## src/verilog/flash_xip_pkg.sv

```systemverilog
// Flash command set and XIP sequencer states.
// Imported by the sequencer, which is the only block that speaks to the flash.
package flash_xip_pkg;

  // standard serial flash opcodes
  typedef enum logic [7:0] {
    flash_read = 8'h03
  } flash_cmd_e;

  // init_* run once after reset, the rest serve one XIP read each
  typedef enum logic [2:0] {
    init_div,
    init_ss,
    init_ctrl,
    idle,
    write_cmd,
    start_trans,
    wait_trans,
    read_data
  } xip_state_e;

endpackage

```

## src/verilog/spi_reg_pkg.sv

```systemverilog
// SPI master register map shared by the decoder, the XIP sequencer and the register block.
// Offsets are word indices into the 32-byte register window.
package spi_reg_pkg;

  // word offsets, rx and tx share a location
  localparam logic [2:0] rx_0_offs    = 3'd0;
  localparam logic [2:0] rx_1_offs    = 3'd1;
  localparam logic [2:0] tx_0_offs    = 3'd0;
  localparam logic [2:0] tx_1_offs    = 3'd1;
  localparam logic [2:0] ctrl_offs    = 3'd4;
  localparam logic [2:0] divider_offs = 3'd5;
  localparam logic [2:0] ss_offs      = 3'd6;

  // ctrl fields, char_len of 0 means 128 bits
  localparam int unsigned ctrl_char_len_lsb = 0;
  localparam int unsigned ctrl_char_len_w   = 7;
  localparam int unsigned ctrl_go_bit       = 8;
  localparam int unsigned ctrl_rx_neg_bit   = 9;
  localparam int unsigned ctrl_tx_neg_bit   = 10;
  localparam int unsigned ctrl_lsb_bit      = 11;
  localparam int unsigned ctrl_ie_bit       = 12;
  localparam int unsigned ctrl_ass_bit      = 13;

  typedef enum logic [2:0] {
    sel_rx_0, sel_rx_1, sel_tx_0, sel_tx_1,
    sel_ctrl, sel_divider, sel_ss, sel_none
  } reg_sel_e;

endpackage

```

## src/verilog/apb_spi_decode.sv

```systemverilog
// Host address decode and register bus arbitration.
// Register window goes to spi_regs, flash reads go to the XIP sequencer.
`timescale 1ns/1ns

module apb_spi_decode
  import spi_reg_pkg::*;
#(
  parameter logic [19:0] spi_base   = 20'h10001,
  parameter logic [3:0]  flash_base = 4'h3
) (
  input  logic        clock,
  input  logic        reset,
  input  logic [31:0] paddr_i,
  input  logic        psel_i,
  input  logic        penable_i,
  input  logic        pwrite_i,
  input  logic [31:0] pwdata_i,
  output logic        pready_o,
  output logic [31:0] prdata_o,
  output logic        pslverr_o,
  output logic        xip_req_o,
  input  logic        xip_ready_i,
  input  logic [31:0] xip_rdata_i,
  input  logic        seq_busy_i,
  input  reg_sel_e    seq_sel_i,
  input  logic        seq_psel_i,
  input  logic        seq_penable_i,
  input  logic        seq_pwrite_i,
  input  logic [31:0] seq_pwdata_i,
  output reg_sel_e    reg_sel_o,
  output logic        reg_psel_o,
  output logic        reg_penable_o,
  output logic        reg_pwrite_o,
  output logic [31:0] reg_pwdata_o,
  input  logic        reg_pready_i,
  input  logic [31:0] reg_prdata_i,
  input  logic        reg_pslverr_i,
  output logic        seq_pready_o,
  output logic [31:0] seq_prdata_o
);

  logic       spi_hit;
  logic       flash_hit;
  logic       host_reg;
  logic       bad;
  logic       err_q;
  logic [2:0] offs;
  reg_sel_e   host_sel;

  assign spi_hit   = (paddr_i[31:12] == spi_base);
  assign flash_hit = (paddr_i[31:28] == flash_base);
  assign offs      = paddr_i[4:2];

  // offset 0 and 1 hold rx on reads, tx on writes
  always_comb begin
    host_sel = sel_none;
    if (paddr_i[11:5] == 7'd0) begin
      if (pwrite_i && offs == tx_0_offs) host_sel = sel_tx_0;
      else if (pwrite_i && offs == tx_1_offs) host_sel = sel_tx_1;
      else if (offs == rx_0_offs) host_sel = sel_rx_0;
      else if (offs == rx_1_offs) host_sel = sel_rx_1;
      else if (offs == ctrl_offs) host_sel = sel_ctrl;
      else if (offs == divider_offs) host_sel = sel_divider;
      else if (offs == ss_offs) host_sel = sel_ss;
    end
  end

  assign host_reg  = spi_hit && (host_sel != sel_none);
  assign xip_req_o = psel_i && penable_i && flash_hit && !pwrite_i;
  // flash writes and holes in the map
  assign bad       = psel_i && penable_i && !host_reg && !xip_req_o;

  // error answer in the second access cycle
  always_ff @(posedge clock) begin
    if (reset) begin
      err_q <= 1'b0;
    end else begin
      err_q <= bad && !err_q;
    end
  end

  always_comb begin
    pready_o  = 1'b0;
    prdata_o  = 32'd0;
    pslverr_o = 1'b0;
    if (err_q) begin
      pready_o  = 1'b1;
      pslverr_o = 1'b1;
    end else if (host_reg) begin
      // host waits while the sequencer owns the bus
      if (!seq_busy_i) begin
        pready_o  = reg_pready_i;
        prdata_o  = reg_prdata_i;
        pslverr_o = reg_pslverr_i;
      end
    end else if (xip_req_o) begin
      pready_o = xip_ready_i;
      prdata_o = xip_rdata_i;
    end
  end

  assign reg_sel_o     = seq_busy_i ? seq_sel_i : host_sel;
  assign reg_psel_o    = seq_busy_i ? seq_psel_i : (psel_i && host_reg);
  assign reg_penable_o = seq_busy_i ? seq_penable_i : (penable_i && host_reg);
  assign reg_pwrite_o  = seq_busy_i ? seq_pwrite_i : pwrite_i;
  assign reg_pwdata_o  = seq_busy_i ? seq_pwdata_i : pwdata_i;

  assign seq_pready_o = seq_busy_i && reg_pready_i;
  assign seq_prdata_o = reg_prdata_i;

endmodule

```

## src/verilog/flash_xip_seq.sv

```systemverilog
// XIP sequencer, a second bus master on the SPI register block.
// Programs the master after reset, then turns each flash read request into one SPI transfer.
`timescale 1ns/1ns

module flash_xip_seq
  import spi_reg_pkg::*;
  import flash_xip_pkg::*;
#(
  parameter logic [15:0] clk_div = 16'd0
) (
  input  logic        clock,
  input  logic        reset,
  input  logic        xip_req_i,
  input  logic [23:0] xip_addr_i,
  output logic        xip_ready_o,
  output logic [31:0] xip_rdata_o,
  output logic        busy_o,
  output reg_sel_e    seq_sel_o,
  output logic        psel_o,
  output logic        penable_o,
  output logic        pwrite_o,
  output logic [31:0] pwdata_o,
  input  logic        pready_i,
  input  logic [31:0] prdata_i,
  input  logic        irq_i
);

  // 64-bit frame, auto slave select, irq on done, tx on falling sck
  localparam logic [31:0] ctrl_cfg = (32'd1 << ctrl_ass_bit)
                                   | (32'd1 << ctrl_ie_bit)
                                   | (32'd1 << ctrl_tx_neg_bit)
                                   | (32'd64 << ctrl_char_len_lsb);
  localparam logic [31:0] ctrl_go  = ctrl_cfg | (32'd1 << ctrl_go_bit);

  xip_state_e  state;
  logic        acc_q;
  logic        step;
  logic [23:0] addr_q;

  // current bus access finishes this cycle
  assign step      = acc_q && pready_i;
  assign busy_o    = (state != idle);
  assign psel_o    = busy_o && (state != wait_trans);
  assign penable_o = acc_q;
  assign pwrite_o  = (state != read_data);

  always_comb begin
    seq_sel_o = sel_none;
    pwdata_o  = 32'd0;
    case (state)
      init_div: begin
        seq_sel_o = sel_divider;
        pwdata_o  = {16'd0, clk_div};
      end
      init_ss: begin
        seq_sel_o = sel_ss;
        pwdata_o  = 32'd1;
      end
      init_ctrl: begin
        seq_sel_o = sel_ctrl;
        pwdata_o  = ctrl_cfg;
      end
      write_cmd: begin
        seq_sel_o = sel_tx_1;
        pwdata_o  = {flash_read, addr_q};
      end
      start_trans: begin
        seq_sel_o = sel_ctrl;
        pwdata_o  = ctrl_go;
      end
      read_data: begin
        seq_sel_o = sel_rx_0;
      end
      default: ;
    endcase
  end

  always_ff @(posedge clock) begin
    if (reset) begin
      state       <= init_div;
      acc_q       <= 1'b0;
      xip_ready_o <= 1'b0;
    end else begin
      xip_ready_o <= 1'b0;
      // setup phase, then access phase until pready
      acc_q <= psel_o && !step;
      case (state)
        init_div: begin
          if (step) state <= init_ss;
        end
        init_ss: begin
          if (step) state <= init_ctrl;
        end
        init_ctrl: begin
          if (step) state <= idle;
        end
        idle: begin
          // request is still held in the cycle of our own ready
          if (xip_req_i && !xip_ready_o) state <= write_cmd;
        end
        write_cmd: begin
          if (step) state <= start_trans;
        end
        start_trans: begin
          if (step) state <= wait_trans;
        end
        wait_trans: begin
          if (irq_i) state <= read_data;
        end
        read_data: begin
          if (step) begin
            state       <= idle;
            xip_ready_o <= 1'b1;
          end
        end
        default: state <= idle;
      endcase
    end
  end

  always_ff @(posedge clock) begin
    if (state == idle && xip_req_i) addr_q <= xip_addr_i;
    if (state == read_data && step) xip_rdata_o <= prdata_i;
  end

endmodule

```

## src/verilog/spi_regs.sv

```systemverilog
// SPI master register file on an APB-style bus with one wait state.
// Holds divider, slave select, ctrl and the shared tx/rx data register.
`timescale 1ns/1ns

module spi_regs
  import spi_reg_pkg::*;
#(
  parameter int ss_num = 8
) (
  input  logic              clock,
  input  logic              reset,
  input  reg_sel_e          reg_sel_i,
  input  logic              psel_i,
  input  logic              penable_i,
  input  logic              pwrite_i,
  input  logic [31:0]       pwdata_i,
  output logic              pready_o,
  output logic [31:0]       prdata_o,
  output logic              pslverr_o,
  output logic              irq_o,
  output logic              go_o,
  output logic [6:0]        char_len_o,
  output logic              lsb_o,
  output logic [15:0]       divider_o,
  output logic [ss_num-1:0] ss_o,
  output logic [127:0]      tx_data_o,
  input  logic [127:0]      rx_data_i,
  input  logic              done_i,
  input  logic              busy_i
);

  localparam int unsigned ctrl_w = ctrl_ass_bit + 1;
  localparam logic [ctrl_w-1:0] ctrl_mask =
    ctrl_w'(((32'd1 << ctrl_char_len_w) - 32'd1) << ctrl_char_len_lsb)
    | (ctrl_w'(1) << ctrl_go_bit) | (ctrl_w'(1) << ctrl_rx_neg_bit)
    | (ctrl_w'(1) << ctrl_tx_neg_bit) | (ctrl_w'(1) << ctrl_lsb_bit)
    | (ctrl_w'(1) << ctrl_ie_bit) | (ctrl_w'(1) << ctrl_ass_bit);

  logic              ack_q;
  logic [ctrl_w-1:0] ctrl_q;
  logic [ss_num-1:0] ss_q;
  logic [127:0]      data_q;
  logic              access;
  logic              blocked;
  logic              wr_en;
  logic              rd_en;

  assign access  = psel_i && penable_i && ack_q;
  // data and ctrl are frozen during a transfer
  assign blocked = pwrite_i && busy_i && (reg_sel_i inside {sel_tx_0, sel_tx_1, sel_ctrl});
  assign wr_en   = access && pwrite_i && !blocked;
  assign rd_en   = access && !pwrite_i;

  assign pready_o  = ack_q;
  assign pslverr_o = ack_q && (blocked || reg_sel_i == sel_none);

  always_ff @(posedge clock) begin
    if (reset) begin
      ack_q     <= 1'b0;
      ctrl_q    <= '0;
      divider_o <= 16'd0;
      ss_q      <= '0;
      irq_o     <= 1'b0;
    end else begin
      ack_q <= psel_i && penable_i && !ack_q;
      if (done_i) ctrl_q[ctrl_go_bit] <= 1'b0;
      if (rd_en && (reg_sel_i inside {sel_ctrl, sel_rx_0})) irq_o <= 1'b0;
      if (done_i && ctrl_q[ctrl_ie_bit]) irq_o <= 1'b1;
      if (wr_en) begin
        case (reg_sel_i)
          sel_ctrl: begin
            ctrl_q <= pwdata_i[ctrl_w-1:0] & ctrl_mask;
            // a new transfer drops any stale irq
            if (pwdata_i[ctrl_go_bit]) irq_o <= 1'b0;
          end
          sel_divider: divider_o <= pwdata_i[15:0];
          sel_ss:      ss_q <= pwdata_i[ss_num-1:0];
          default: ;
        endcase
      end
    end
  end

  // received bits replace the transmitted ones
  always_ff @(posedge clock) begin
    if (done_i) data_q <= rx_data_i;
    else if (wr_en && reg_sel_i == sel_tx_0) data_q[31:0] <= pwdata_i;
    else if (wr_en && reg_sel_i == sel_tx_1) data_q[63:32] <= pwdata_i;
  end

  always_comb begin
    case (reg_sel_i)
      sel_rx_0, sel_tx_0: prdata_o = data_q[31:0];
      sel_rx_1, sel_tx_1: prdata_o = data_q[63:32];
      sel_ctrl:           prdata_o = 32'(ctrl_q);
      sel_divider:        prdata_o = {16'd0, divider_o};
      sel_ss:             prdata_o = 32'(ss_q);
      default:            prdata_o = 32'd0;
    endcase
  end

  assign go_o       = ctrl_q[ctrl_go_bit];
  assign char_len_o = ctrl_q[ctrl_char_len_lsb +: ctrl_char_len_w];
  assign lsb_o      = ctrl_q[ctrl_lsb_bit];
  assign tx_data_o  = data_q;

  // with ass, select only while shifting; pads are active low
  assign ss_o = (ctrl_q[ctrl_ass_bit] && !busy_i) ? '1 : ~ss_q;

endmodule

```

## src/verilog/spi_shifter.sv

```systemverilog
// SPI clock generator and shift engine, mode 0 timing.
// mosi changes on falling sck, miso is sampled on rising sck.
`timescale 1ns/1ns

module spi_shifter (
  input  logic         clock,
  input  logic         reset,
  input  logic         go_i,
  input  logic [6:0]   char_len_i,
  input  logic         lsb_i,
  input  logic [15:0]  divider_i,
  input  logic [127:0] tx_data_i,
  output logic         busy_o,
  output logic         done_o,
  output logic [127:0] rx_data_o,
  output logic         sck_o,
  output logic         mosi_o,
  input  logic         miso_i
);

  logic [15:0] div_cnt;
  logic [7:0]  bit_cnt;
  logic [7:0]  len;
  logic        last_q;
  logic        tick;
  logic        rise;

  // bit k of the frame sits at k or len-1-k
  function automatic logic [6:0] bit_pos(input logic [7:0] n, input logic [7:0] k,
                                         input logic lsb);
    logic [7:0] pos;
    pos = lsb ? k : (n - 8'd1 - k);
    return pos[6:0];
  endfunction

  assign len  = (char_len_i == 7'd0) ? 8'd128 : {1'b0, char_len_i};
  assign tick = busy_o && !last_q && (div_cnt == divider_i);
  assign rise = tick && !sck_o;

  always_ff @(posedge clock) begin
    if (reset) begin
      busy_o  <= 1'b0;
      done_o  <= 1'b0;
      last_q  <= 1'b0;
      sck_o   <= 1'b0;
      mosi_o  <= 1'b1;
      div_cnt <= 16'd0;
      bit_cnt <= 8'd0;
    end else begin
      done_o <= 1'b0;
      if (!busy_o) begin
        if (go_i) begin
          // first bit goes out before the first rising edge
          busy_o  <= 1'b1;
          div_cnt <= 16'd0;
          bit_cnt <= 8'd0;
          mosi_o  <= tx_data_i[bit_pos(len, 8'd0, lsb_i)];
        end
      end else if (last_q) begin
        busy_o <= 1'b0;
        last_q <= 1'b0;
        sck_o  <= 1'b0;
        mosi_o <= 1'b1;
      end else if (tick) begin
        div_cnt <= 16'd0;
        sck_o   <= ~sck_o;
        if (rise) begin
          bit_cnt <= bit_cnt + 8'd1;
          if (bit_cnt == len - 8'd1) begin
            last_q <= 1'b1;
            done_o <= 1'b1;
          end
        end else begin
          mosi_o <= tx_data_i[bit_pos(len, bit_cnt, lsb_i)];
        end
      end else begin
        div_cnt <= div_cnt + 16'd1;
      end
    end
  end

  always_ff @(posedge clock) begin
    if (!busy_o && go_i) rx_data_o <= '0;
    else if (rise) rx_data_o[bit_pos(len, bit_cnt, lsb_i)] <= miso_i;
  end

endmodule

```

## src/verilog/spi_top_apb.sv

```systemverilog
// SPI flash controller behind an APB slave port.
// Register window reaches the SPI master, flash window reads run through the XIP sequencer.
`timescale 1ns/1ns

module spi_top_apb
  import spi_reg_pkg::*;
#(
  parameter logic [19:0] spi_base   = 20'h10001,
  parameter logic [3:0]  flash_base = 4'h3,
  parameter int          ss_num     = 8,
  parameter logic [15:0] clk_div    = 16'd0
) (
  input  logic              clock,
  input  logic              reset,
  input  logic [31:0]       paddr_i,
  input  logic              psel_i,
  input  logic              penable_i,
  input  logic              pwrite_i,
  input  logic [31:0]       pwdata_i,
  output logic              pready_o,
  output logic [31:0]       prdata_o,
  output logic              pslverr_o,
  output logic              sck_o,
  output logic [ss_num-1:0] ss_o,
  output logic              mosi_o,
  input  logic              miso_i,
  output logic              irq_o
);

  logic         xip_req, xip_ready, seq_busy;
  logic [31:0]  xip_rdata;
  reg_sel_e     seq_sel, reg_sel;
  logic         seq_psel, seq_penable, seq_pwrite, seq_pready;
  logic [31:0]  seq_pwdata, seq_prdata;
  logic         reg_psel, reg_penable, reg_pwrite, reg_pready, reg_pslverr;
  logic [31:0]  reg_pwdata, reg_prdata;
  logic         go, lsb, busy, done;
  logic [6:0]   char_len;
  logic [15:0]  divider;
  logic [127:0] tx_data, rx_data;

  apb_spi_decode #(.spi_base(spi_base), .flash_base(flash_base)) u_decode (
    .clock(clock), .reset(reset),
    .paddr_i(paddr_i), .psel_i(psel_i), .penable_i(penable_i),
    .pwrite_i(pwrite_i), .pwdata_i(pwdata_i),
    .pready_o(pready_o), .prdata_o(prdata_o), .pslverr_o(pslverr_o),
    .xip_req_o(xip_req), .xip_ready_i(xip_ready), .xip_rdata_i(xip_rdata),
    .seq_busy_i(seq_busy), .seq_sel_i(seq_sel), .seq_psel_i(seq_psel),
    .seq_penable_i(seq_penable), .seq_pwrite_i(seq_pwrite), .seq_pwdata_i(seq_pwdata),
    .reg_sel_o(reg_sel), .reg_psel_o(reg_psel), .reg_penable_o(reg_penable),
    .reg_pwrite_o(reg_pwrite), .reg_pwdata_o(reg_pwdata),
    .reg_pready_i(reg_pready), .reg_prdata_i(reg_prdata), .reg_pslverr_i(reg_pslverr),
    .seq_pready_o(seq_pready), .seq_prdata_o(seq_prdata)
  );

  // 24-bit word address for the flash
  flash_xip_seq #(.clk_div(clk_div)) u_seq (
    .clock(clock), .reset(reset),
    .xip_req_i(xip_req), .xip_addr_i({paddr_i[23:2], 2'b00}),
    .xip_ready_o(xip_ready), .xip_rdata_o(xip_rdata), .busy_o(seq_busy),
    .seq_sel_o(seq_sel), .psel_o(seq_psel), .penable_o(seq_penable),
    .pwrite_o(seq_pwrite), .pwdata_o(seq_pwdata),
    .pready_i(seq_pready), .prdata_i(seq_prdata), .irq_i(irq_o)
  );

  spi_regs #(.ss_num(ss_num)) u_regs (
    .clock(clock), .reset(reset),
    .reg_sel_i(reg_sel), .psel_i(reg_psel), .penable_i(reg_penable),
    .pwrite_i(reg_pwrite), .pwdata_i(reg_pwdata),
    .pready_o(reg_pready), .prdata_o(reg_prdata), .pslverr_o(reg_pslverr),
    .irq_o(irq_o), .go_o(go), .char_len_o(char_len), .lsb_o(lsb),
    .divider_o(divider), .ss_o(ss_o), .tx_data_o(tx_data), .rx_data_i(rx_data),
    .done_i(done), .busy_i(busy)
  );

  spi_shifter u_shifter (
    .clock(clock), .reset(reset),
    .go_i(go), .char_len_i(char_len), .lsb_i(lsb), .divider_i(divider),
    .tx_data_i(tx_data), .busy_o(busy), .done_o(done), .rx_data_o(rx_data),
    .sck_o(sck_o), .mosi_o(mosi_o), .miso_i(miso_i)
  );

endmodule
```

## config.mk

```make
export PLATFORM = sky130hd
export DESIGN_NAME = spi_top_apb
export DESIGN_NICKNAME = d
export VERILOG_FILES = /design/src/verilog/flash_xip_pkg.sv /design/src/verilog/spi_reg_pkg.sv /design/src/verilog/apb_spi_decode.sv /design/src/verilog/flash_xip_seq.sv /design/src/verilog/spi_regs.sv /design/src/verilog/spi_shifter.sv /design/src/verilog/spi_top_apb.sv
export SDC_FILE = /design/constraint.sdc
export NUM_CORES = 1
export LEC_CHECK = 0
export BUFFER_PORTS_ARGS = -buffer_cell sky130_fd_sc_hd__buf_4
export CAP_MARGIN = 40
export CORE_ASPECT_RATIO = 1.75
export CORE_MARGIN = 10
export CORE_UTILIZATION = 40
export CTS_BUF_LIST = sky130_fd_sc_hd__clkbuf_2 sky130_fd_sc_hd__clkbuf_4 sky130_fd_sc_hd__clkbuf_8
export DETAILED_ROUTE_END_ITERATION = 8
export PLACE_DENSITY = 0.55
export SYNTH_ARGS = -nofsm -noshare
export SYNTH_HDL_FRONTEND = slang
export SYNTH_SLANG_ARGS = --single-unit
```

## constraint.sdc

```tcl
create_clock -name clock -period 4.14 [get_ports clock]
set_clock_uncertainty 0.15 [all_clocks]
set_input_delay 0.621 -clock clock [delete_from_list [all_inputs] [get_ports clock]]
set_output_delay 0.621 -clock clock [all_outputs]
set_load 0.01 [all_outputs]
```

# Word-level counts from Yosys, hierarchy flattened

Index checks and enable logic that the tools add are counted.

Input bits: 70
Output and inout bits: 45
Bits in registers: 384

Equality and inequality tests: 39
Reduce and logical (&&, ||, !) cells: 76
$add $sub $neg: 4
Bitwise gates (word level): 4
$lt $le $gt $ge: 3
Multiplexer cells: 82

Operator list:

| kind                    | number |
|---|---|
| $mux W32                | 8 |
| $pmux W32 S5            | 1 |
| $bwmux W128             | 1 |
| $pmux W26 S4            | 1 |
| $mux W16                | 4 |
| $mux W64                | 1 |
| $mux W8                 | 7 |
| $mux W3                 | 15 |
| $logic_and A1 B1 Y1     | 37 |
| $mux W1                 | 35 |
| $eq A3 B3 Y1 const B    | 11 |
| $pmux W3 S7             | 1 |
| $eq A20 B17 Y1 const B  | 1 |
| $mux W9                 | 2 |
| $add A16 B1 Y16 const B | 1 |
| $eq A16 B16 Y1          | 1 |
| $lt A7 B8 Y1 const B    | 2 |
| $ne A2 B1 Y1 const B    | 8 |
| $ne A3 B3 Y1 const B    | 5 |
| $pmux W3 S5             | 1 |
| $bmux W1 S7             | 2 |
| $logic_not A7 Y1        | 2 |
| $mux W7                 | 2 |
| $eq A3 B2 Y1 const B    | 4 |
| other kinds (22)        | 55 |

# Longest topological paths before layout

Gate-level depths: netlist (run 1).

Depth in word-level cells: 22
Mapped depth: 19

# Hierarchy

From an unflattened synthesis (run 1), not the netlist that was laid out.

Cell total of the unflattened synthesis: 2,185
Area, all modules: 20,794.9 um^2

Modules (own cells, without submodules):

| module         | instances | cells an instance | seq. area each (um^2) | area each (um^2) |
|---|---|---|---|---|
| spi_shifter    | 1         | 1,281             | 3,143.0               | 9,955.8 |
| spi_regs       | 1         | 605               | 4,624.4               | 7,206.9 |
| flash_xip_seq  | 1         | 138               | 1,781.7               | 2,274.7 |
| apb_spi_decode | 1         | 160               | 20.0                  | 1,353.8 |
| spi_top_apb    | 1         | 1                 | 0.0                   | 3.8 |

# Worst setup path after synthesis (run 1)

No wires, ideal clock.

Path type: register -> register
From: register u_regs.ctrl_q[0]
To: register u_shifter.rx_data_o[64]
Required time: 3,858 ps
Clock period less this slack: 4,270 ps
Slack: -130 ps
Arrival time: 3,988 ps
Cell stages (with the launch flop): 17
Cell sequence: dfxtp_1 -> clkbuf_1 -> inv_1 -> ha_1 -> nor3b_1 -> xnor2_1 -> inv_1 -> clkbuf_1 -> ha_1 -> o21a_1 -> o31ai_1 -> a21boi_0 -> mux2_2 -> nor3_1 -> nand2_1 -> o21ai_0 -> a21oi_1

Longest elaborated chain between the ends: 10
Elaborated cells on any way between the ends: 11
Classes of those cells: add/sub (2); order compare (2); mux (5); reduce/logical (2)

Ends and longest elaborated chain:

| element                                                            | RTL line          | source |
|---|---|---|
| start: declaration                                                 | spi_regs.sv:40    | `logic [ctrl_w-1:0] ctrl_q;` |
| start signal: assignment                                           | spi_regs.sv:72    | `ctrl_q <= pwdata_i[ctrl_w-1:0] & ctrl_mask;` |
| $logic_not A7 Y1                                                   | spi_shifter.sv:36 | `assign len = (char_len_i == 7'd0) ? 8'd128 : {1'b0, char_len_i};` |
| $mux W8 *                                                          | spi_shifter.sv:36 |  |
| $sub A8 B1 Y8 *                                                    | spi_shifter.sv:32 | `pos = lsb ? k : (n - 8'd1 - k);` |
| $sub A7 B7 Y7 *                                                    | spi_shifter.sv:32 |  |
| $mux W7 *                                                          | spi_shifter.sv:32 |  |
| $lt A7 B8 Y1 (not written as such) or $ge A7 B1 Y1 (tied branches) | spi_shifter.sv:84 | `else if (rise) rx_data_o[bit_pos(len, bit_cnt, lsb_i)] <= miso_i;` |
| $logic_and A1 B1 Y1 (not written as such)                          | spi_shifter.sv:84 |  |
| $mux W1 (not written as such)                                      | spi_shifter.sv:84 |  |
| $demux W1 S7 *                                                     | n/a               |  |
| $bwmux W128 *                                                      | spi_shifter.sv:84 |  |
| end signal: indexed assignment                                     | spi_shifter.sv:84 |  |
| end: declaration                                                   | spi_shifter.sv:15 | `output logic [127:0] rx_data_o,` |

Mark *: on every way between the ends. The rest lies on a longest branch, timed or not.
A chain may end at the register's enable or synchronous reset.

# Worst setup path in the final report (run 1)

From: input port paddr_i[4]
To: output port prdata_o[4]

Longest elaborated chain between the ends: 16
Elaborated cells on any way between the ends: 31
Classes of those cells: eq/ne (11); mux (13); reduce/logical (7)

Ends and longest elaborated chain:

| element                                    | RTL line              | source |
|---|---|---|
| start: declaration                         | spi_top_apb.sv:15     | `input logic [31:0] paddr_i,` |
| $eq A3 B3 Y1                               | apb_spi_decode.sv:64  | `else if (offs == ss_offs) host_sel = sel_ss;` |
| $mux W1                                    | apb_spi_decode.sv:64  |  |
| $mux W3                                    | apb_spi_decode.sv:63  | `else if (offs == divider_offs) host_sel = sel_divider;` |
| $mux W3                                    | apb_spi_decode.sv:62  | `else if (offs == ctrl_offs) host_sel = sel_ctrl;` |
| $mux W3                                    | apb_spi_decode.sv:61  | `else if (offs == rx_1_offs) host_sel = sel_rx_1;` |
| $mux W3                                    | apb_spi_decode.sv:60  | `else if (offs == rx_0_offs) host_sel = sel_rx_0;` |
| $mux W3                                    | apb_spi_decode.sv:59  | `else if (pwrite_i && offs == tx_1_offs) host_sel = sel_tx_1;` |
| $mux W3 *                                  | apb_spi_decode.sv:58  | `if (pwrite_i && offs == tx_0_offs) host_sel = sel_tx_0;` |
| $mux W3 *                                  | apb_spi_decode.sv:57  | `if (paddr_i[11:5] == 7'd0) begin` |
| $mux W3 *                                  | apb_spi_decode.sv:102 | `assign reg_sel_o = seq_busy_i ? seq_sel_i : host_sel;` |
| $eq A3 B1 Y1, or another cell as far along | spi_regs.sv:92        | `case (reg_sel_i)` |
| $reduce_or A2 Y1                           | spi_regs.sv:92        |  |
| $pmux W32 S5 *                             | spi_regs.sv:92        |  |
| net reg_prdata[4]                          | spi_top_apb.sv:36     | `logic [31:0] reg_pwdata, reg_prdata;` |
| $mux W32 *                                 | apb_spi_decode.sv:91  | `if (!seq_busy_i) begin` |
| $mux W32 *                                 | apb_spi_decode.sv:89  | `end else if (host_reg) begin` |
| $mux W32 *                                 | apb_spi_decode.sv:86  | `if (err_q) begin` |
| end: declaration                           | spi_top_apb.sv:21     | `output logic [31:0] prdata_o,` |

Mark *: on every way through the listed nets, which the timed path passes. The rest lies on a longest branch.

==> impl_metrics.env, run 1 <==
export IMPL_hp_class="primary input to register"
export IMPL_grt_pass1_vias=16940
export IMPL_grt_util_all_layers=0.255
export IMPL_max_vdd_ir_drop_v=0.000216
export IMPL_hold_slack_ns=0.0720
export IMPL_num_io_pins=115
export IMPL_die_x_um=184
export IMPL_synth_distinct_cells=75
export IMPL_ys_seq_area_frac=0.502
export IMPL_worstMarginPinSlew_ns=1.03
export IMPL_finalWirelength_mm=73.8
export IMPL_syn_area_mm2=0.0189
export IMPL_ys_warn_count=0
export IMPL_p_per_area_mw_per_mm2=342
export IMPL_hpwl_mm=53.8
export IMPL_clock_path_buffers=3
export IMPL_fin_crit_ns=4.01
export IMPL_clock_sinks=384
export IMPL_drtPass1Iterations=6
export IMPL_netlist_top_cells_count="a21oi_1 (245), nand2_1 (241), dfxtp_1 (202)"
export IMPL_critical_path_class="primary input to output pin"
export IMPL_path_max_fanout=32
export IMPL_die_h_um=308
export IMPL_syn_nets=2122
export IMPL_final_hold_violation_count=0
export IMPL_area_growth_pct=21.7
export IMPL_htreeDepth=2
export IMPL_setup_viol=0
export IMPL_start_kind="primary input"
export IMPL_cts_root_buf="clkbuf_8"
export IMPL_cts_tree="done"
export IMPL_grt_max_degree=81
export IMPL_timing_final_crit_share=0.968
export IMPL_maxCapViolations=0
export IMPL_viasPerCell=5.94
export IMPL_numCtsBuffers=58
export IMPL_rows=105
export IMPL_status="complete, no violations"
export IMPL_fillers=4463
export IMPL_synth_edff_count=182
export IMPL_p_leak_uw=0.00877
export IMPL_avgRoutedWirePerCell_um=25.6
export IMPL_timing_final_ws_setup_ns=0.132
export IMPL_synth_area_top_cells="edfxtp_1 (29%), dfxtp_1 (21%), a21oi_1 (6.5%), nand2_1 (4.8%), mux2i_1 (4.8%)"
export IMPL_arrival_ns=3.24
export IMPL_initial_utilization=0.403
export IMPL_synthCells=2041
export IMPL_drv_slew=0
export IMPL_drt_iter0_drc=1708
export IMPL_portBuffers=112
export IMPL_grt_remaining_overflow=0
export IMPL_yosysMostFrequentCell="a21oi_1"
export IMPL_grt_pass1_wl_mm=108
export IMPL_endpoint_kind="output pin"
export IMPL_antenna_found_initial=1
export IMPL_slew_headroom=0.311
export IMPL_dp_slack_ns=-0.0485
export IMPL_cts_clk_slew_worst_paths_ns=0.07
export IMPL_core_mm2=0.0469
export IMPL_vias=17092
export IMPL_gp_congestion=0.983
export IMPL_synth_seq_cells=384
export IMPL_drc=0
export IMPL_insertion_delay_ns=0.66
export IMPL_synth_avg_cell_area_um2=9.27
export IMPL_yosys_area_top_type="edfxtp_1"
export IMPL_dieArea_mm2=0.0568
export IMPL_max_freq_ghz=0.250
export IMPL_async_reset_ff_frac=0
export IMPL_synth_top_flop_cell="dfxtp_1"
export IMPL_worstPathRequired_ns=3.37
export IMPL_ant_nets=0
export IMPL_final_nets=2321
export IMPL_yosysTopAreaCellShare=0.289
export IMPL_layout_drive_gt1_share=0.199
[cells by family (layout without fill, tap and decap cells)]
| kind of cell | count (synthesis) | count (layout) | share of synthesized area |
|---|---|---|---|
| AO/OA/AOI/OAI | 579 | 579 | 0.183 |
| adder cells (fa/ha/maj) | 11 | 11 | 0.00767 |
| AND/OR/NAND/NOR | 711 | 711 | 0.176 |
| XOR/XNOR | 48 | 49 | 0.0246 |
| other | 0 | 1 | 0 |
| flip-flops | 384 | 384 | 0.502 |
| multiplexers | 111 | 111 | 0.0655 |
| buffers and inverters | 197 | 445 | 0.0409 |
[power by group]
| group | internal (µW) | switching, µW | total (µW) |
|---|---|---|---|
| clock | 2070 | 1570 | 3640 |
| sequential | 3960 | 12.2 | 3970 |
| combinational | 121 | 146 | 267 |
| total | 6150 | 1730 | 7880 |
[worst max-delay path: stages]
cell	delay, ns
dlygate4sd3_1	0.55
buf_4	0.16
o31ai_2	0.32
a31oi_4	0.15
buf_4	0.30
nand2_1	0.11
nor2_1	0.04
buf_4	0.18
a221oi_2	0.28
nand2_1	0.16
a22o_1	0.22
buf_4	0.14
[cells in the final DEF (no fill, tap or decap), types with 13 or more instances in the layout]
| master | Yosys | final |
|---|---|---|
| a21o_1 | 17 | 17 |
| a21oi_1 | 245 | 238 |
| a22o_1 | 48 | 48 |
| a22oi_1 | 16 | 16 |
| buf_4 | 2 | 241 |
| clkbuf_4 | 0 | 25 |
| clkbuf_8 | 0 | 73 |
| dfxtp_1 | 202 | 200 |
| dlygate4sd3_1 | 0 | 21 |
| edfxtp_1 | 182 | 182 |
| inv_1 | 57 | 57 |
| mux2i_1 | 90 | 90 |
| nand2_1 | 241 | 238 |
| nand3_1 | 153 | 153 |
| nand4_1 | 21 | 21 |
| nor2_1 | 142 | 139 |
| nor2b_1 | 19 | 18 |
| nor3_1 | 33 | 30 |
| nor4_1 | 20 | 20 |
| o21ai_0 | 140 | 140 |
| o22ai_1 | 18 | 18 |
| xnor2_1 | 32 | 31 |
| xor2_1 | 13 | 13 |
[area by class of cell]
type	instances	area, µm²	share of cell area
Inverter	58	218	0.00945
Clock buffer	98	1190	0.0518
Clock inverter	12	183	0.00793
Multi-Input combinational cell	1461	8890	0.386
Sequential cell	384	9510	0.413
Timing Repair Buffer	277	2290	0.0995
Antenna cell	1	2.50	0.000109
Tap cell	588	736	0.0319
[metrics by stage]
step / util / area [µm²] / instances / TNS, ns / total power, µW
after floorplan: - / 18900 / 2041 / 0 / 4170
after global placement: 0.452 / 21200 / 2740 / -0.0423 / 4290
after detailed placement: 0.453 / 21300 / 2744 / -0.311 / 4300
after CTS: 0.489 / 22900 / 2876 / -0.000598 / 7940
after global routing: 0.491 / 23000 / 2879 / -0.0486 / 8100
final: 0.491 / 23000 / 2879 / 0 / 7880
[path summary, 6_finish.rpt]
kind                                         startpoint                       to  slack [ns]  depth (start not counted)
worst min-delay path                         paddr_i[3]          u_seq.addr_q[3]        0.07                          1
worst max register to register         u_regs.ctrl_q[2]  u_shifter.rx_data_o[45]        0.27                         14
worst max-delay path                         paddr_i[4]              prdata_o[4]        0.13                         12
worst min register to register  u_shifter.rx_data_o[90]     u_regs.tx_data_o[90]        0.27                          0
[repair_timing]
item                       in CTS  in global routing
setup endpoints to repair      23                 64
pin swaps                       1                  4
hold buffers                   21                  0
resized for setup              15                 15
setup buffers                   0                  2
hold endpoints to repair       21                  0
gates cloned                    1                  0
[sequential cells by signal, summed over array words and instances (netlist names), 3 cells and up]
register             count
u_regs.ss_q              8
u_shifter.div_cnt       16
u_regs.divider_o        16
u_seq.state              3
u_regs.tx_data_o       128
u_seq.xip_rdata_o       32
u_seq.addr_q            22
u_shifter.bit_cnt        8
u_regs.ctrl_q           13
u_shifter.rx_data_o    128
[per-layer routing]
layer | part of all wire | wire length [µm] | track usage
met5 | 0 | 0 | 0
met2 | 0.52 | 38500 | 0.463
met4 | 0.083 | 6140 | 0.191
met1 | 0.35 | 25500 | 0.259
met3 | 0.050 | 3660 | 0.0321
No activity file was read; power rests on OpenSTA's default activity.
==> run 2: changes to the inputs <==
PLACE_DENSITY = 0.6   (was 0.55)
==> run 2 against run 1 <==
Final cell count fell by 0.97%. Design area is 1.8% lower. Critical path type is now register to register. Global-route usage decreased by 0.97 points. First-iteration DRC count down 5.4%. Largest power group unchanged. Sequential power is essentially flat. Register-to-register slack got worse by 0.18 ns. Clock power fell by 4%. Routed wire length shrank 3.1%. Combinational power down 4%. Flip-flop and latch count is the same. Critical endpoint is now u_shifter.rx_data_o[4]. Hold slack got worse by 0.048 ns. Core utilization is 0.86 points lower.
==> impl_metrics.env, run 2 (synthesis results as in run 1) <==
export IMPL_critical_path_class="register to register"
export IMPL_arrival_ns=4.42
export IMPL_area_growth_pct=19.6
export IMPL_timing_final_crit_share=0.979
export IMPL_drc=0
export IMPL_final_nets=2296
export IMPL_start_kind="register"
export IMPL_path_max_fanout=20
export IMPL_max_vdd_ir_drop_v=0.000232
export IMPL_insertion_delay_ns=0.66
export IMPL_dpl_cell_count=2728
export IMPL_finish_utilization=0.482
export IMPL_avgRoutedWirePerCell_um=25.1
export IMPL_portBuffers=112
export IMPL_endpoint_kind="register"
export IMPL_grt_max_degree=121
export IMPL_htreeDepth=2
export IMPL_cts_root_buf="clkbuf_8"
export IMPL_worstMarginPinSlew_ns=0.908
export IMPL_grt_remaining_overflow=0
export IMPL_grt_pass1_vias=16867
export IMPL_final_common_cell="a21oi_1"
export IMPL_fin_crit_ns=4.05
export IMPL_numCtsBuffers=55
export IMPL_viasPerCell=5.94
export IMPL_p_leak_uw=0.00859
export IMPL_rows=105
export IMPL_clock_path_buffers=3
export IMPL_layout_common_cells="a21oi_1 (245), nand2_1 (240), buf_4 (224)"
export IMPL_final_hold_violation_count=0
export IMPL_drt_iter0_drc=1615
export IMPL_drtPass1Iterations=6
export IMPL_ant_nets=0
export IMPL_maxCapViolations=0
export IMPL_hpwl_mm=51.8
export IMPL_antenna_found_initial=1
export IMPL_grt_pass1_wl_mm=104
export IMPL_finalWirelength_mm=71.5
export IMPL_p_per_area_mw_per_mm2=340
export IMPL_vias=16928
export IMPL_hp_class="primary input to register"
export IMPL_initial_utilization=0.403
export IMPL_final_cells=2851
export IMPL_drv_slew=0
export IMPL_dieArea_mm2=0.0568
export IMPL_clock_sinks=384
export IMPL_layout_drive_gt1_share=0.182
export IMPL_cts_tree="done"
export IMPL_max_freq_ghz=0.247
export IMPL_die_x_um=184
export IMPL_worstPathRequired_ns=4.51
export IMPL_cts_clk_slew_worst_paths_ns=0.07
export IMPL_core_mm2=0.0469
export IMPL_num_io_pins=115
export IMPL_gp_congestion=0.956
export IMPL_grt_util_all_layers=0.245
export IMPL_rsz0062_at_grt="yes"
export IMPL_slew_headroom=0.395
export IMPL_die_h_um=308
export IMPL_status="complete, no violations"
export IMPL_setup_viol=0
==> run 2: stage by stage <==
| step | setup TNS (ns) | hold WS [ns] | area, µm² | setup slack (ns) | total power [µW] |
|---|---|---|---|---|---|
| 5_1_grt | -0.671 | 0.0170 | 22600 | -0.106 | 7910 |
| 6_report | 0 | 0.0242 | 22600 | 0.0881 | 7700 |
| 4_1_cts | -0.441 | 0.00325 | 22500 | -0.116 | 7750 |
| 3_5_place_dp | -0.0317 | 0.259 | 21100 | -0.0317 | 4290 |
| 2_1_floorplan | 0 | 0.252 | 18900 | 0.0796 | 4170 |
| 3_3_place_gp | -0.0411 | 0.254 | 21000 | -0.0411 | 4280 |
==> run 2: where the power goes <==
part,total (µW),leakage (µW),internal [µW],switching [µW]
combinational,255,0.00443,113,142
clock,3480,0.000673,1910,1560
sequential,3970,0.00349,3960,11.5
total,7700,0.00859,5980,1720
==> run 2: critical path: stages, from the launching register on <==
cell and delay (ns):
dfxtp_1 0.31, or4_1 0.63, nor2_1 0.16, o311a_1 0.24
ha_1 0.31, o21a_1 0.21, o31ai_1 0.08, a21oi_1 0.13
xnor2_1 0.16, nor2_2 0.25, xnor2_2 0.15, buf_4 0.30
nand2_1 0.43, o21ai_0 0.30, a21oi_1 0.09
==> run 2: path summary, 6_finish.rpt <==
kind,start,to,slack (ns),cells after the start
hold reg to reg,u_shifter.rx_data_o[118],u_regs.tx_data_o[118],0.26,0
hold / removal,paddr_i[6],u_seq.addr_q[6],0.02,1
setup reg to reg,u_regs.ctrl_q[2],u_shifter.rx_data_o[4],0.09,14
setup / recovery,u_regs.ctrl_q[2],u_shifter.rx_data_o[4],0.09,14
==> run 2: layout make-up <==
type	instances	area (µm²)
Fill cell	4343	24300
Sequential cell	384	9510
Multi-Input combinational cell	1460	8790
Timing Repair Buffer	256	2090
Clock buffer	83	1020
Tap cell	588	736
Clock inverter	21	254
Inverter	58	218
Antenna cell	1	2.50
==> run 2: what timing repair did <==
| item | 4_1_cts | 5_1_grt |
|---|---|---|
| pin swaps | 0 | 1 |
| hold buffers | 17 | 0 |
| setup endpoints to repair | 9 | 39 |
| buffers inserted | 0 | 0 |
| endpoints found under the hold margin | 17 | 0 |
| gates resized for setup | 0 | 13 |
==> run 2: routing by layer <==
layer,wire (µm),global-route usage,vias up,part of all wire
met3,3990,0.0352,254,0.056
met4,6040,0.197,0,0.085
met2,37000,0.440,754,0.52
li1,-,-,7803,-
met5,0,0,-,0
met1,24400,0.246,8117,0.34
